--- config.mk ---
export PLATFORM = sky130hd
export DESIGN_NAME = sdram_ctrl_top
export DESIGN_NICKNAME = d
export VERILOG_FILES = /design/src/design/sdram_pkg.sv /design/src/design/host_pkg.sv /design/src/design/port_arbiter.sv /design/src/design/sdram_cmd_fsm.sv /design/src/design/sdram_data_path.sv /design/src/design/sdram_ctrl_top.sv
export VERILOG_INCLUDE_DIRS = /design/src /design/src/design
export SDC_FILE = /design/constraint.sdc
export NUM_CORES = 1
export LEC_CHECK = 0
export CAP_MARGIN = 20
export CORE_MARGIN = 2
export CORE_UTILIZATION = 30
export CTS_BUF_LIST = sky130_fd_sc_hd__clkbuf_8 sky130_fd_sc_hd__clkbuf_16
export DETAILED_ROUTE_END_ITERATION = 8
export DONT_BUFFER_PORTS = 1
export PLACE_DENSITY_LB_ADDON = 0.25
export SETUP_SLACK_MARGIN = 0.4
export SKIP_LAST_GASP = 1
export SYNTH_ARGS = -nofsm -noshare
export SYNTH_HDL_FRONTEND = slang
export SYNTH_SLANG_ARGS = --single-unit
--- constraint.sdc ---
create_clock -name sdram_clk -period 2.9 [get_ports sdram_clk]
set_input_delay 0.145 -clock sdram_clk [delete_from_list [all_inputs] [get_ports sdram_clk]]
set_output_delay 0.145 -clock sdram_clk [all_outputs]
set_load 0.03 [all_outputs]
--- src/design/mc_params.svh ---
`ifndef MC_PARAMS_SVH
`define MC_PARAMS_SVH

// Host side
`define MC_NUM_HOSTS        2
`define MC_HOST_DAT_W       32
// Word address is bank, row, then word column
`define MC_HOST_ADR_W       23

// Device geometry
`define MC_BANK_W           2
`define MC_ROW_W            13
`define MC_COL_W            9
`define MC_DQ_W             16

// Device timing in sdram_clk cycles
`define MC_CAS_LATENCY      2
`define MC_T_RCD            2
`define MC_T_RC_TAIL        4
`define MC_T_RFC            7
`define MC_INIT_WAIT        100
`define MC_REFRESH_INTERVAL 390

// READ command edge to host acknowledge
`define MC_READ_DELAY       (`MC_CAS_LATENCY + 3)

`endif

--- src/design/sdram_pkg.sv ---
`default_nettype none

package sdram_pkg;

   // Encoded as {ras_n, cas_n, we_n}
   typedef enum logic [2:0] {
      CMD_LOAD_MODE    = 3'b000,
      CMD_AUTO_REFRESH = 3'b001,
      CMD_PRECHARGE    = 3'b010,
      CMD_ACTIVE       = 3'b011,
      CMD_WRITE        = 3'b100,
      CMD_READ         = 3'b101,
      CMD_NOP          = 3'b111
   } sdram_cmd_e;

   typedef enum logic [3:0] {
      ST_INIT_WAIT,
      ST_INIT_PRE,
      ST_INIT_REF,
      ST_LOAD_MODE,
      ST_IDLE,
      ST_REFRESH,
      ST_ACTIVATE,
      ST_ACCESS,
      ST_WRITE_BEAT2,
      ST_RECOVER
   } mc_state_e;

endpackage

`default_nettype wire

--- src/design/host_pkg.sv ---
`default_nettype none
`include "mc_params.svh"

package host_pkg;

   typedef logic [$clog2(`MC_NUM_HOSTS)-1:0] host_id_t;
   typedef logic [`MC_HOST_ADR_W-1:0]        host_adr_t;
   typedef logic [`MC_HOST_DAT_W-1:0]        host_dat_t;
   typedef logic [`MC_HOST_DAT_W/8-1:0]      host_sel_t;

   typedef enum logic {
      OP_READ  = 1'b0,
      OP_WRITE = 1'b1
   } access_op_e;

endpackage

`default_nettype wire

--- src/design/port_arbiter.sv ---
`timescale 1ns/1ps
`default_nettype none
`include "mc_params.svh"

module port_arbiter (
   input  wire                       sdram_clk,
   input  wire                       sdram_rst,
   input  wire [`MC_NUM_HOSTS-1:0]   host_req_i,
   input  wire                       start_i,
   input  wire host_pkg::host_id_t   start_id_i,
   input  wire [`MC_NUM_HOSTS-1:0]   host_ack_i,
   output logic                      pick_valid_o,
   output host_pkg::host_id_t        pick_id_o
);

   // One bit per host with an access in flight
   logic [`MC_NUM_HOSTS-1:0] busy;
   logic [`MC_NUM_HOSTS-1:0] avail;

   assign avail = host_req_i & ~busy;

   // Lowest index wins
   always_comb begin
      pick_valid_o = |avail;
      pick_id_o    = '0;
      for (int i = `MC_NUM_HOSTS - 1; i >= 0; i--) begin
         if (avail[i]) begin
            pick_id_o = host_pkg::host_id_t'(i);
         end
      end
   end

   // Busy from start until the edge after the acknowledge
   always_ff @(posedge sdram_clk or posedge sdram_rst) begin
      if (sdram_rst) begin
         busy <= '0;
      end else begin
         for (int i = 0; i < `MC_NUM_HOSTS; i++) begin
            if (start_i && (start_id_i == host_pkg::host_id_t'(i))) begin
               busy[i] <= 1'b1;
            end else if (host_ack_i[i]) begin
               busy[i] <= 1'b0;
            end
         end
      end
   end

endmodule

`default_nettype wire

--- src/design/sdram_cmd_fsm.sv ---
`timescale 1ns/1ps
`default_nettype none
`include "mc_params.svh"

module sdram_cmd_fsm (
   input  wire                                         sdram_clk,
   input  wire                                         sdram_rst,
   input  wire                                         pick_valid_i,
   input  wire host_pkg::host_id_t                     pick_id_i,
   input  wire [`MC_NUM_HOSTS-1:0]                     host_we_i,
   input  wire host_pkg::host_adr_t [`MC_NUM_HOSTS-1:0] host_adr_i,
   output logic                                        start_o,
   output host_pkg::host_id_t                          start_id_o,
   output logic                                        wr_beat1_o,
   output host_pkg::host_id_t                          wr_id_o,
   output logic                                        rd_issue_o,
   output host_pkg::host_id_t                          rd_id_o,
   output sdram_pkg::sdram_cmd_e                       cmd_o,
   output logic [`MC_BANK_W-1:0]                       ba_o,
   output logic [`MC_ROW_W-1:0]                        a_o
);

   localparam int CNT_W  = $clog2(`MC_INIT_WAIT);
   localparam int REF_W  = $clog2(`MC_REFRESH_INTERVAL);
   localparam int WCOL_W = `MC_HOST_ADR_W - `MC_BANK_W - `MC_ROW_W;

   // CAS latency in a[6:4], burst length two in a[2:0]
   localparam logic [`MC_ROW_W-1:0] MODE_WORD =
      {(`MC_ROW_W - 7)'(0), 3'(`MC_CAS_LATENCY), 1'b0, 3'b001};
   localparam logic [`MC_ROW_W-1:0] A10 = `MC_ROW_W'(1 << 10);

   sdram_pkg::mc_state_e  state;
   logic [CNT_W-1:0]      cnt;
   logic                  second_ref;
   logic [REF_W-1:0]      ref_timer;
   logic                  ref_pending;
   logic                  ref_issue;
   logic                  take;
   host_pkg::access_op_e  op_q;
   host_pkg::host_id_t    id_q;
   host_pkg::host_adr_t   adr_q;
   host_pkg::host_adr_t   pick_adr;
   logic [`MC_ROW_W-1:0]  col_addr;

   assign pick_adr  = host_adr_i[pick_id_i];
   assign ref_issue = (state == sdram_pkg::ST_IDLE) && ref_pending;
   assign take      = (state == sdram_pkg::ST_IDLE) && !ref_pending && pick_valid_i;

   assign start_id_o = id_q;
   assign wr_id_o    = id_q;
   assign rd_id_o    = id_q;
   assign wr_beat1_o = (state == sdram_pkg::ST_ACCESS) && (op_q == host_pkg::OP_WRITE);
   assign rd_issue_o = (state == sdram_pkg::ST_ACCESS) && (op_q == host_pkg::OP_READ);

   // Word column plus zero, a[10] high for auto-precharge
   always_comb begin
      col_addr                 = '0;
      col_addr[`MC_COL_W-1:0]  = {adr_q[WCOL_W-1:0], 1'b0};
      col_addr[10]             = 1'b1;
   end

   always_ff @(posedge sdram_clk) begin
      if (take) begin
         adr_q <= pick_adr;
      end
   end

   // Refresh request timer
   always_ff @(posedge sdram_clk or posedge sdram_rst) begin
      if (sdram_rst) begin
         ref_timer   <= REF_W'(`MC_REFRESH_INTERVAL - 1);
         ref_pending <= 1'b0;
      end else begin
         if (ref_timer == '0) begin
            ref_timer   <= REF_W'(`MC_REFRESH_INTERVAL - 1);
            ref_pending <= 1'b1;
         end else begin
            ref_timer <= ref_timer - 1'b1;
            if (ref_issue) begin
               ref_pending <= 1'b0;
            end
         end
      end
   end

   always_ff @(posedge sdram_clk or posedge sdram_rst) begin
      if (sdram_rst) begin
         state      <= sdram_pkg::ST_INIT_WAIT;
         cnt        <= CNT_W'(`MC_INIT_WAIT - 1);
         second_ref <= 1'b0;
         cmd_o      <= sdram_pkg::CMD_NOP;
         ba_o       <= '0;
         a_o        <= '0;
         start_o    <= 1'b0;
         op_q       <= host_pkg::OP_READ;
         id_q       <= '0;
      end else begin
         cmd_o   <= sdram_pkg::CMD_NOP;
         start_o <= 1'b0;
         case (state)
            sdram_pkg::ST_INIT_WAIT: begin
               if (cnt == '0) begin
                  cmd_o <= sdram_pkg::CMD_PRECHARGE;
                  a_o   <= A10;
                  state <= sdram_pkg::ST_INIT_PRE;
                  cnt   <= CNT_W'(`MC_T_RC_TAIL - 1);
               end else begin
                  cnt <= cnt - 1'b1;
               end
            end
            sdram_pkg::ST_INIT_PRE: begin
               if (cnt == '0) begin
                  cmd_o      <= sdram_pkg::CMD_AUTO_REFRESH;
                  state      <= sdram_pkg::ST_INIT_REF;
                  cnt        <= CNT_W'(`MC_T_RFC - 1);
                  second_ref <= 1'b0;
               end else begin
                  cnt <= cnt - 1'b1;
               end
            end
            sdram_pkg::ST_INIT_REF: begin
               if (cnt != '0) begin
                  cnt <= cnt - 1'b1;
               end else if (!second_ref) begin
                  cmd_o      <= sdram_pkg::CMD_AUTO_REFRESH;
                  cnt        <= CNT_W'(`MC_T_RFC - 1);
                  second_ref <= 1'b1;
               end else begin
                  cmd_o <= sdram_pkg::CMD_LOAD_MODE;
                  ba_o  <= '0;
                  a_o   <= MODE_WORD;
                  state <= sdram_pkg::ST_LOAD_MODE;
                  // tMRD fits in the tRCD count
                  cnt   <= CNT_W'(`MC_T_RCD - 1);
               end
            end
            sdram_pkg::ST_LOAD_MODE, sdram_pkg::ST_REFRESH, sdram_pkg::ST_RECOVER: begin
               if (cnt == '0) begin
                  state <= sdram_pkg::ST_IDLE;
               end else begin
                  cnt <= cnt - 1'b1;
               end
            end
            sdram_pkg::ST_IDLE: begin
               if (ref_pending) begin
                  cmd_o <= sdram_pkg::CMD_AUTO_REFRESH;
                  state <= sdram_pkg::ST_REFRESH;
                  cnt   <= CNT_W'(`MC_T_RFC - 1);
               end else if (pick_valid_i) begin
                  cmd_o   <= sdram_pkg::CMD_ACTIVE;
                  ba_o    <= pick_adr[`MC_HOST_ADR_W-1 -: `MC_BANK_W];
                  a_o     <= pick_adr[WCOL_W +: `MC_ROW_W];
                  op_q    <= host_we_i[pick_id_i] ? host_pkg::OP_WRITE : host_pkg::OP_READ;
                  id_q    <= pick_id_i;
                  start_o <= 1'b1;
                  state   <= sdram_pkg::ST_ACTIVATE;
                  cnt     <= CNT_W'(`MC_T_RCD - 2);
               end
            end
            sdram_pkg::ST_ACTIVATE: begin
               if (cnt == '0) begin
                  state <= sdram_pkg::ST_ACCESS;
               end else begin
                  cnt <= cnt - 1'b1;
               end
            end
            sdram_pkg::ST_ACCESS: begin
               ba_o <= adr_q[`MC_HOST_ADR_W-1 -: `MC_BANK_W];
               a_o  <= col_addr;
               if (op_q == host_pkg::OP_WRITE) begin
                  cmd_o <= sdram_pkg::CMD_WRITE;
                  state <= sdram_pkg::ST_WRITE_BEAT2;
               end else begin
                  cmd_o <= sdram_pkg::CMD_READ;
                  state <= sdram_pkg::ST_RECOVER;
                  cnt   <= CNT_W'(`MC_T_RC_TAIL - 1);
               end
            end
            sdram_pkg::ST_WRITE_BEAT2: begin
               state <= sdram_pkg::ST_RECOVER;
               cnt   <= CNT_W'(`MC_T_RC_TAIL - 1);
            end
            default: begin
               state <= sdram_pkg::ST_IDLE;
            end
         endcase
      end
   end

endmodule

`default_nettype wire

--- src/design/sdram_data_path.sv ---
`timescale 1ns/1ps
`default_nettype none
`include "mc_params.svh"

module sdram_data_path (
   input  wire                                          sdram_clk,
   input  wire                                          sdram_rst,
   input  wire                                          wr_beat1_i,
   input  wire host_pkg::host_id_t                      wr_id_i,
   input  wire                                          rd_issue_i,
   input  wire host_pkg::host_id_t                      rd_id_i,
   input  wire host_pkg::host_dat_t [`MC_NUM_HOSTS-1:0] host_dat_i,
   input  wire host_pkg::host_sel_t [`MC_NUM_HOSTS-1:0] host_sel_i,
   input  wire [`MC_DQ_W-1:0]                           dq_i,
   output logic [`MC_DQ_W-1:0]                          dq_o,
   output logic [`MC_DQ_W/8-1:0]                        dqm_o,
   output logic                                         dq_oe_o,
   output logic [`MC_NUM_HOSTS-1:0]                     host_ack_o,
   output host_pkg::host_dat_t                          host_dat_o
);

   localparam int RD_STAGES = `MC_READ_DELAY;
   localparam int DQM_W     = `MC_DQ_W / 8;

   host_pkg::host_dat_t       wr_dat;
   host_pkg::host_sel_t       wr_sel;
   logic [`MC_DQ_W-1:0]       lo_beat;
   logic [DQM_W-1:0]          lo_dqm;
   logic                      beat2_pend;
   host_pkg::host_id_t        beat2_id;
   logic [`MC_DQ_W-1:0]       dq_r1;
   logic [`MC_DQ_W-1:0]       dq_r2;
   logic [RD_STAGES-1:0]      rd_vld;
   host_pkg::host_id_t        rd_tag [RD_STAGES];
   logic [`MC_NUM_HOSTS-1:0]  ack_d;

   assign wr_dat = host_dat_i[wr_id_i];
   assign wr_sel = host_sel_i[wr_id_i];

   // Write ack rides with beat two, read ack leaves the delay line
   always_comb begin
      ack_d = '0;
      if (beat2_pend) begin
         ack_d[beat2_id] = 1'b1;
      end
      if (rd_vld[RD_STAGES-1]) begin
         ack_d[rd_tag[RD_STAGES-1]] = 1'b1;
      end
   end

   always_ff @(posedge sdram_clk or posedge sdram_rst) begin
      if (sdram_rst) begin
         dq_oe_o    <= 1'b0;
         dqm_o      <= '1;
         beat2_pend <= 1'b0;
         beat2_id   <= '0;
         rd_vld     <= '0;
         host_ack_o <= '0;
      end else begin
         beat2_pend <= wr_beat1_i;
         dq_oe_o    <= wr_beat1_i | beat2_pend;
         rd_vld     <= {rd_vld[RD_STAGES-2:0], rd_issue_i};
         host_ack_o <= ack_d;
         if (wr_beat1_i) begin
            beat2_id <= wr_id_i;
         end
         // Masks are active high on the pins
         if (wr_beat1_i) begin
            dqm_o <= ~wr_sel[2*DQM_W-1:DQM_W];
         end else if (beat2_pend) begin
            dqm_o <= lo_dqm;
         end else begin
            dqm_o <= '0;
         end
      end
   end

   always_ff @(posedge sdram_clk) begin
      dq_r1     <= dq_i;
      dq_r2     <= dq_r1;
      rd_tag[0] <= rd_id_i;
      for (int i = 1; i < RD_STAGES; i++) begin
         rd_tag[i] <= rd_tag[i-1];
      end
      // Upper half goes out first
      if (wr_beat1_i) begin
         dq_o    <= wr_dat[`MC_HOST_DAT_W-1 -: `MC_DQ_W];
         lo_beat <= wr_dat[`MC_DQ_W-1:0];
         lo_dqm  <= ~wr_sel[DQM_W-1:0];
      end else if (beat2_pend) begin
         dq_o <= lo_beat;
      end
      if (rd_vld[RD_STAGES-1]) begin
         host_dat_o <= {dq_r2, dq_r1};
      end
   end

endmodule

`default_nettype wire

--- src/design/sdram_ctrl_top.sv ---
`timescale 1ns/1ps
`default_nettype none
`include "mc_params.svh"

module sdram_ctrl_top (
   input  wire                                          sdram_clk,
   input  wire                                          sdram_rst,
   input  wire [`MC_NUM_HOSTS-1:0]                      host_req_i,
   input  wire [`MC_NUM_HOSTS-1:0]                      host_we_i,
   input  wire host_pkg::host_adr_t [`MC_NUM_HOSTS-1:0] host_adr_i,
   input  wire host_pkg::host_dat_t [`MC_NUM_HOSTS-1:0] host_dat_i,
   input  wire host_pkg::host_sel_t [`MC_NUM_HOSTS-1:0] host_sel_i,
   input  wire [`MC_DQ_W-1:0]                           dq_i,
   output logic [`MC_NUM_HOSTS-1:0]                     host_ack_o,
   output host_pkg::host_dat_t                          host_dat_o,
   output logic                                         ras_n_o,
   output logic                                         cas_n_o,
   output logic                                         we_n_o,
   output logic [`MC_BANK_W-1:0]                        ba_o,
   output logic [`MC_ROW_W-1:0]                         a_o,
   output logic [`MC_DQ_W-1:0]                          dq_o,
   output logic [`MC_DQ_W/8-1:0]                        dqm_o,
   output logic                                         dq_oe_o
);

   logic                   pick_valid;
   host_pkg::host_id_t     pick_id;
   logic                   start;
   host_pkg::host_id_t     start_id;
   logic                   wr_beat1;
   host_pkg::host_id_t     wr_id;
   logic                   rd_issue;
   host_pkg::host_id_t     rd_id;
   sdram_pkg::sdram_cmd_e  cmd;

   assign {ras_n_o, cas_n_o, we_n_o} = cmd;

   port_arbiter u_arb (
      .sdram_clk    (sdram_clk),
      .sdram_rst    (sdram_rst),
      .host_req_i   (host_req_i),
      .start_i      (start),
      .start_id_i   (start_id),
      .host_ack_i   (host_ack_o),
      .pick_valid_o (pick_valid),
      .pick_id_o    (pick_id)
   );

   sdram_cmd_fsm u_fsm (
      .sdram_clk    (sdram_clk),
      .sdram_rst    (sdram_rst),
      .pick_valid_i (pick_valid),
      .pick_id_i    (pick_id),
      .host_we_i    (host_we_i),
      .host_adr_i   (host_adr_i),
      .start_o      (start),
      .start_id_o   (start_id),
      .wr_beat1_o   (wr_beat1),
      .wr_id_o      (wr_id),
      .rd_issue_o   (rd_issue),
      .rd_id_o      (rd_id),
      .cmd_o        (cmd),
      .ba_o         (ba_o),
      .a_o          (a_o)
   );

   sdram_data_path u_dp (
      .sdram_clk    (sdram_clk),
      .sdram_rst    (sdram_rst),
      .wr_beat1_i   (wr_beat1),
      .wr_id_i      (wr_id),
      .rd_issue_i   (rd_issue),
      .rd_id_i      (rd_id),
      .host_dat_i   (host_dat_i),
      .host_sel_i   (host_sel_i),
      .dq_i         (dq_i),
      .dq_o         (dq_o),
      .dqm_o        (dqm_o),
      .dq_oe_o      (dq_oe_o),
      .host_ack_o   (host_ack_o),
      .host_dat_o   (host_dat_o)
   );

endmodule

`default_nettype wire

# After elaboration in Yosys (flattened, before gate mapping)
# Memory sizes are Yosys's and may differ from the RTL's.
# Cells that the tools add are included.
[totals]
mem_count = 1
wordCells = 167
romBits = 0
latchBits = 0
regBits = 178
mem_bits_rw = 5
out_inout_bits = 71
[mem_list]
columns = ["name", "depth", "width", "rd", "rd_ports_with_merged_regs", "write_ports", "line", "source"]
rows = [
  ["u_dp.rd_tag", 5, 1, 5, 0, 5, "sdram_data_path.sv:34", "host_pkg::host_id_t rd_tag [RD_STAGES];"],
]
[op_classes]
addsub = 2
n_bitwise = 9
n_div = 0
eq_ne = 20
n_reduce_logical = 31
n_shift = 0
multipliers = 0
n_mux = 72
order_cmp = 6
[ops]
columns = ["op", "n"]
rows = [
  ["13-bit two-way mux", 5],
  ["32-bit two-way mux", 2],
  ["13-bit case mux with 4 select lines", 1],
  ["7-bit two-way mux", 7],
  ["7-bit case mux with 7 select lines", 1],
  ["23-bit two-way mux", 2],
  ["4-bit two-way mux", 10],
  ["16-bit two-way mux", 2],
  ["4-bit case mux with 8 select lines", 1],
  ["1-bit two-way mux", 21],
  ["3-bit two-way mux", 6],
  ["4-bit by 3-bit == test with 1-bit output, second input constant", 4],
  ["2-bit two-way mux", 8],
  ["3-bit case mux with 5 select lines", 1],
  ["7-bit nonzero test", 2],
  ["2-bit by 1-bit inequality test with 1-bit output, second input constant", 6],
  ["2-bit nonzero test", 5],
  ["1-bit logical AND", 9],
  ["9-bit zero test", 1],
  ["9-bit two-way mux", 1],
  ["9-bit by 1-bit subtractor with 9-bit output, second input constant", 1],
  ["4-bit by 2-bit == test with 1-bit output, second input constant", 2],
  ["4-bit == test, second input constant", 2],
  ["1-bit by 2-bit < comparator with 1-bit output, second input constant", 4],
  ["other kinds (26)", 36],
]

# Longest topological paths before layout
# Gate-level depths: netlist (run 1).
[depth]
word_depth = 9
ltp_mapped = 9
mapped_depth_nobuf = 8

# Cells and area by module
# Synthesis (run 1) repeated with hierarchy kept, for this count alone.
[hier_totals]
cells_unflattened = 540
area_unflattened_um2 = 7029.2
[by_module_without_submodules]
columns = ["mod", "instances", "area_each_um2", "cells_per_inst"]
rows = [
  ["sdram_data_path", 1, 3712.3, 202],
  ["sdram_cmd_fsm", 1, 3205.6, 325],
  ["port_arbiter", 1, 111.4, 13],
]

# Least setup slack after synthesis (run 1)
# No wires, ideal clock.
[synth_path]
kind = "reg-to-reg"
start = "register u_fsm.state[0]"
end = "register u_fsm.adr_q[0], enable pin"
n_path_buf = 1
arrival_time_ps = 2113
stages_incl_launch_ff = 4
synth_period_minus_slack_ps = 2514
slack_ps = 386
required_time_ps = 2499
cell_sequence = "dfrtp_1 or4b_1 clkbuf_1 a211oi_1"
[synth_between]
elab_chain_cells = 3
[synth_rtl]
columns = ["element", "line", "source"]
rows = [
  ["start, declared", "sdram_cmd_fsm.sv:32", "sdram_pkg::mc_state_e state;"],
  ["start signal, assigned", "sdram_cmd_fsm.sv:88", "state <= sdram_pkg::ST_INIT_WAIT;"],
  ["start signal, assigned", "sdram_cmd_fsm.sv:105", "state <= sdram_pkg::ST_INIT_PRE;"],
  ["start signal, assigned", "sdram_cmd_fsm.sv:114", "state <= sdram_pkg::ST_INIT_REF;"],
  ["4-bit by 3-bit == test with 1-bit output", "sdram_cmd_fsm.sv:47", "assign take = (state == sdram_pkg::ST_IDLE) && !ref_pending && pick_valid_i;"],
  ["1-bit logical AND (2 in a row)", "sdram_cmd_fsm.sv:47", ""],
  ["named net u_fsm.take", "sdram_cmd_fsm.sv:38", "logic take;"],
  ["end signal, assigned", "sdram_cmd_fsm.sv:64", "adr_q <= pick_adr;"],
  ["end, declared", "sdram_cmd_fsm.sv:41", "host_pkg::host_adr_t adr_q;"],
]
# The timed path passes the listed nets, and every way through them passes these cells.
# A chain may end at the register's enable or synchronous reset.

# Final worst setup path (run 1)
[layout_path]
start = "register u_fsm.state[1]"
end = "register u_fsm.state[0]"
[layout_between]
elab_chain_cells = 4
elab_cells_between_ends = 20
[layout_rtl]
columns = ["element", "line", "source"]
rows = [
  ["4-bit by 2-bit == test with 1-bit output (tied with other cells)", "sdram_cmd_fsm.sv:100", "case (state)"],
  ["3-bit OR reduction", "sdram_cmd_fsm.sv:100", ""],
  ["2-bit by 1-bit inequality test with 1-bit output (no source line)", "n/a", ""],
  ["7-bit AND reduction (no source line)", "n/a", ""],
]
# Parallel ways exist; a longest one is shown, timed or not.

==> impl_metrics.toml, run 1 <==
[status]
status = "completed"

[finish]
num_antenna_cells = 0
syn_to_final_growth_pct = 29.9
finalNetCount = 809
fillers = 2070
fin_area_mm2 = 0.00876
drive_gt1_share_pct = 13.4

[route]
viasPerCell = 4.89
drt_pass1_iterations = 5
vias = 4692
drtAntennaViolNets = 0
drt_iter0_drc = 380
drc = 0
routedWlPerCell_um = 16.7
drt-total-wl_um = 16000

[global_routing]
grt-ovfl-total = 0
grt_max_degree = 57
grt.total_usage_pct = 13.6
antenna_found_initial = 0
grt_pass1_vias = 4823
grt_pass1_wl_um = 25200

[cts]
clock-sinks = 170
cts_max_path_buffers = 2
cts_tree = "done"
root_buffer = "clkbuf_16"
cts-buffers-inserted = 17
postCtsSetupBuffers = 0
htree_num_levels = 4
path_clk_slew_ns = 0.07
clk_latency_ns = 0.43

[sta]
fin_setup_tns_ns = 0
finalCriticalPeriod_ns = 2.41
finalHoldViolCount = 0
finalClockSkew_ns = 0.0108
max_clock_freq_mhz = 416
maxSlewHeadroom_pct = 35.1
tightest_slew_ns = 0.974
setup_viol = 0
drv_slew = 0
rsz0062_at_grt = "false"
min_period_over_period_pct = 82.9

[job]
cap_violations = 0

[setup_path]
cp_slowest_cell = "or4_4"
end_kind = "register"
cp_top_family = "simple AND/OR/NAND/NOR gates"
crit_path_max_incr_delay_ns = 0.58
cp_cell_sequence = "or4b_1 -> or4_4 -> o211ai_4 -> a21oi_4 -> or3_1 -> o311a_1"
critPathKind = "reg2reg"
path_buf_inv = 0
worst_ep_arrival_time_ns = 2.70
cp_max_fo = 9
startpoint_type = "register"
worst_ep_required_time_ns = 3.20

[pwr]
power.leakage_uw = 0.00339
ir_worst_vdd_v = 0.000381
p_per_area_mw_per_mm2 = 997
totalPowerFinal_uw = 8740

[yosys]
synth_edf_count = 76
syn_inst = 558
synth_seq_area_share_pct = 66.2
ys_warn_count = 0
synth_area_leaders = "edfxtp_1, dfrtp_1, dfxtp_1"
synth_flop_cell = "edfxtp_1"
async_reset_ff_share_pct = 33.5
synth_area_mm2 = 0.00675
synthTopCellsByCount = "edfxtp_1, nand2_1, a21oi_1"
synth_nets = 701
synth.avg_cell_area_um2 = 12.1
ys_seq_elements = 170
yosys.cell_count.top_type = "edfxtp_1"
synth.top_cell.area_share_pct = 33.8
synth.largest_area_cell = "edfxtp_1"
synth_cell_types = 58

[floorplan]
boundaryPins = 211
coreArea_mm2 = 0.0220
die_x_um = 154
initial_core_util_pct = 30.7
die_h_um = 154
dieArea_mm2 = 0.0237
rows = 54

[min_path]
hold_path_class = "in2reg"

[place]
place.detailed.hpwl_um = 10900
io_buffers = 0
dpl_cell_area_mm2 = 0.00713
globalplace.congestion = 0.885
-- flip-flops by register name, indices dropped and copies added, names as in the netlist, 5 cells and up --
name / count
u_dp.dq_o: 16
u_dp.dq_r1: 16
u_dp.dq_r2: 16
u_dp.host_dat_o: 32
u_dp.lo_beat: 16
u_dp.rd_tag: 5
u_dp.rd_vld: 5
u_fsm.a_o: 13
u_fsm.adr_q: 10
u_fsm.cnt: 7
u_fsm.ref_timer: 9
-- timing repair --
item                       4_1_cts  5_1_grt
hold endpoints to repair        82        0
resized for setup                1        2
setup endpoints to repair        1        2
hold buffers                   102        0
-- power breakdown --
group / switching [uW] / leakage (uW) / internal, uW
registers: 770 / 0.00171 / 3080
clock network: 1040 / 0.000293 / 1240
logic: 1440 / 0.00138 / 1170
total: 3250 / 0.00339 / 5480
-- cell families (layout without fill, tap and decap cells) --
group / after synthesis / count (layout) / synth area share (%)
AOI/OAI and AO/OA: 128 / 128 / 12.2
xor gates and xnor gates: 6 / 6 / 0.779
adders and majority gates: 3 / 3 / 0.557
buffers and inverters: 43 / 164 / 2.47
DFF: 170 / 170 / 66.2
muxes: 44 / 44 / 6.86
and+or+nand+nor: 164 / 164 / 11.0
-- per-layer routing --
metal	part of all wire, %	GRT usage, %	wire length, um	vias to the layer above
met4	1.6	4.85	263	0
li1	-	-	-	2236
met5	0	0	0	-
met1	41	16.2	6650	2265
met2	51	23.1	8170	167
met3	5.9	4.31	952	24
-- per-stage QoR --
stage / util [%] / std cells / hold WS, ns / worst slack, ns
after detailed placement: 32.5 / 825 / 0.173 / 0.401
after global routing: 39.9 / 959 / 0.0219 / 0.416
after floorplan: - / 558 / 0.173 / 0.561
final: 39.9 / 959 / 0.0288 / 0.495
after global placement: 32.5 / 825 / 0.173 / 0.443
after CTS: 39.9 / 959 / 0.00293 / 0.488
-- worst register-to-register path, cell delays in order, from the launching register on --
cell      delay, ns
dfrtp_1        0.38
or4b_1         0.56
or4_4          0.58
o211ai_4       0.18
a21oi_4        0.09
or3_1          0.38
o311a_1        0.12
-- path summary, 6_finish.rpt --
path	depth (start not counted)	slack, ns	to	from
worst max-delay path	6	0.49	u_fsm.state[0]	u_fsm.state[1]
worst min-delay path	2	0.03	u_fsm.a_o[9]	host_adr_i[17]
worst max register to register	6	0.49	u_fsm.state[0]	u_fsm.state[1]
worst min register to register	0	0.33	u_dp.rd_tag[0][1]	u_dp.rd_tag[0][0]
max in group asynchronous	3	1.92	u_fsm.cnt[5]	sdram_rst
min in group asynchronous	2	0.29	u_fsm.cnt[2]	sdram_rst
-- final cells by class --
cell class,count,area (um^2),area share [%]
clock inverter,15,179,2.04
clock buffer,17,425,4.86
tap,280,350,4.00
timing repair buffer,116,1150,13.2
multi-input combinational,345,2120,24.3
inverter,16,60.1,0.686
sequential,170,4470,51.0
-- cell usage in the layout, fill, tap and decap left out, drive strengths merged, types with 9 or more instances in the layout --
master and n:
inv 24, nor3 11, mux2i 26, a21oi 46, nand2 74, dlygate4sd3 102, dfxtp 37, clkbuf 17
dfstp 13, nor2 41, o2bb2ai 9, edfxtp 76, mux2 18, buf 14, o21ai 32, dfrtp 44
Note: power is estimated with default switching activity, not from simulation.
==> run 2, diff against run 1 <==
==> constraint.sdc (replaced) <==
create_clock -name sdram_clk -period 2.2 [get_ports sdram_clk]
set_input_delay 0.11 -clock sdram_clk [delete_from_list [all_inputs] [get_ports sdram_clk]]
set_output_delay 0.11 -clock sdram_clk [all_outputs]
set_load 0.03 [all_outputs]
==> run 2 against run 1 <==
The flow now finishes with violations (negative setup slack). Sequential power increased by 30%. Die area stayed put. Clock power grew 29%. Sequential share of layout area decreased by 5.7 points. Routed wire length grew 25%. Clock skew decreased by 0.0015 ns. Global-route usage up 1.7 points. Cell count is 7.4% higher. Sequential cell count stayed put. Critical path type unchanged. Critical endpoint unchanged.
==> impl_metrics.toml, run 2 (synthesis gave the netlist of run 1 again) <==
[route]
routedWlPerCell_um = 19.5
drt_pass1_iterations = 4
vias = 5149
drc = 0
drt_iter0_drc = 315
drt-total-wl_um = 20000
drtAntennaViolNets = 0
viasPerCell = 5.00

[finish]
largest_register = "u_dp.host_dat_o"
finalNetCount = 880
fin_area_mm2 = 0.00987
fillers = 1932
largest_reg_flops = 32
layout_commonest_cell = "dlygate4sd3_1"
regArea_mm2 = 0.00447
multi_input_area_mm2 = 0.00250
final_cell_mix = "dlygate4sd3_1, edfxtp_1, nand2_1"
drive_gt1_share_pct = 26.0
syn_to_final_growth_pct = 46.3
num_antenna_cells = 0

[cts]
clk_latency_ns = 0.42
clock-sinks = 170
root_buffer = "clkbuf_16"
htree_num_levels = 4
cts_max_path_buffers = 2
cts-buffers-inserted = 17
cts_tree = "done"
path_clk_slew_ns = 0.07

[sta]
maxSlewHeadroom_pct = 53.7
min_period_over_period_pct = 100
max_clock_freq_mhz = 454
tightest_slew_ns = 0.694
setup_viol = 1
finalHoldViolCount = 0
whs_ns = 0.0326
finalCriticalPeriod_ns = 2.20
layout_setup_ws_ns = -0.00413
fin_setup_tns_ns = -0.00413
rsz0062_at_grt = "true"
drv_slew = 0
finalClockSkew_ns = 0.00928

[setup_path]
critPathKind = "reg2reg"
reg2reg_to = "u_fsm.state[0]"
ff2ff_path_depth = 6
crit_end = "u_fsm.state[0]"
r2r_slack_ns = -0.004
worst_ep_arrival_time_ns = 2.50
startpoint = "u_fsm.state[3]"
worstReg2RegStart = "u_fsm.state[3]"
cp_max_fo = 3
worst_ep_required_time_ns = 2.50
end_kind = "register"
startpoint_type = "register"

[global_routing]
grt_max_degree = 56
grt.total_usage_pct = 15.3
grt_pass1_wl_um = 27900
grt-ovfl-total = 0
grt_pass1_vias = 5160
antenna_found_initial = 0

[place]
place.detailed.hpwl_um = 11400
globalplace.congestion = 0.859
io_buffers = 0
dpl_cell_area_mm2 = 0.00729

[pwr]
pwr-share-clk_pct = 21.9
ir_worst_vdd_v = 0.000607
switching_power_uw = 5120
internal-power_uw = 8240
p_per_area_mw_per_mm2 = 1350
switching_share_pct = 38.3
p_seq_share_pct = 37.5
power.leakage_uw = 0.00384
power_frac_comb_pct = 40.6

[floorplan]
coreArea_mm2 = 0.0220
rows = 54
die_h_um = 154
dieArea_mm2 = 0.0237
boundaryPins = 211
die_x_um = 154
initial_core_util_pct = 30.7

[status]
violations = "negative setup slack"
status = "finished with violations"

[job]
cap_violations = 0

[min_path]
hold_path_class = "in2reg"
holdPathStages = 2
-- run 2: cell types whose count changed in the layout (fill, tap and decap cells not counted), sizes merged --
cell	previous run	this run
bufinv	1	0
inv	24	21
a31o	1	2
buf	14	60
clkbuf	17	25
and2	5	6
clkinvlp	1	4
dlygate4sd3	102	116
or2	4	6
-- run 2: critical path: stages (launching register included) --
cell	delay, ns
dfrtp_1	0.40
or4b_4	0.53
or4_4	0.53
o211ai_4	0.11
a21oi_4	0.06
or3_1	0.32
o311a_1	0.13
-- run 2: final cells by class --
type                       count  area share, %
tap                          280           3.55
timing repair buffer         183           19.3
clock inverter                14           1.36
clock buffer                  18           4.56
sequential                   170           45.3
multi-input combinational    349           25.3
inverter                      16          0.646
-- run 2: power by group through the flow --
| stage | Sequential [uW] | Combinational [uW] | Clock [uW] |
|---|---|---|---|
| global placement | 5000 | 3400 | 0 |
| CTS | 4980 | 4280 | 3020 |
| finish | 5010 | 5420 | 2930 |
| detailed placement | 5020 | 3480 | 0 |
| global route | 5070 | 5810 | 3140 |
| floorplan | 4900 | 2480 | 0 |
-- run 2: worst min-delay path by stage --
stage | from | end | slack [ns]
3_3_place_gp | sdram_rst | u_fsm.a_o[1] | 0.14
4_1_cts | host_dat_i[52] | u_dp.dq_o[4] | 0.0009
5_1_grt | host_dat_i[52] | u_dp.dq_o[4] | 0.0000005
3_5_place_dp | dq_i[13] | u_dp.dq_r1[13] | 0.14
2_1_floorplan | dq_i[0] | u_dp.dq_r1[0] | 0.14
6_report | host_dat_i[52] | u_dp.dq_o[4] | 0.03
-- run 2: timing repair --
| action | 4_1_cts | 5_1_grt |
|---|---|---|
| hold buffers | 116 | 2 |
| resized for setup | 43 | 47 |
| setup buffers | 12 | 15 |
| setup endpoints to repair | 98 | 119 |
| pin swaps | 7 | 13 |
| endpoints found under the hold margin | 90 | 2 |
| cloned | 2 | 13 |
-- run 2: metrics by stage --
stage	worst slack, ns	utilization (%)	total power (uW)	instances
2_1_floorplan	-0.0335	-	7380	558
3_3_place_gp	-0.0419	33.2	8400	840
3_5_place_dp	-0.0648	33.2	8490	840
4_1_cts	0.00626	42.3	12300	1002
5_1_grt	-0.0653	45.0	14000	1030
6_report	-0.00413	45.0	13400	1030
-- run 2: per-layer routing --
layer  vias up  track usage [%]  routed length, um
li1       2380                -                  -
met4         0             6.81                506
met2       226             26.5              10500
met5         -                0                  0
met3        42             4.40               1190
met1      2501             17.4               7880
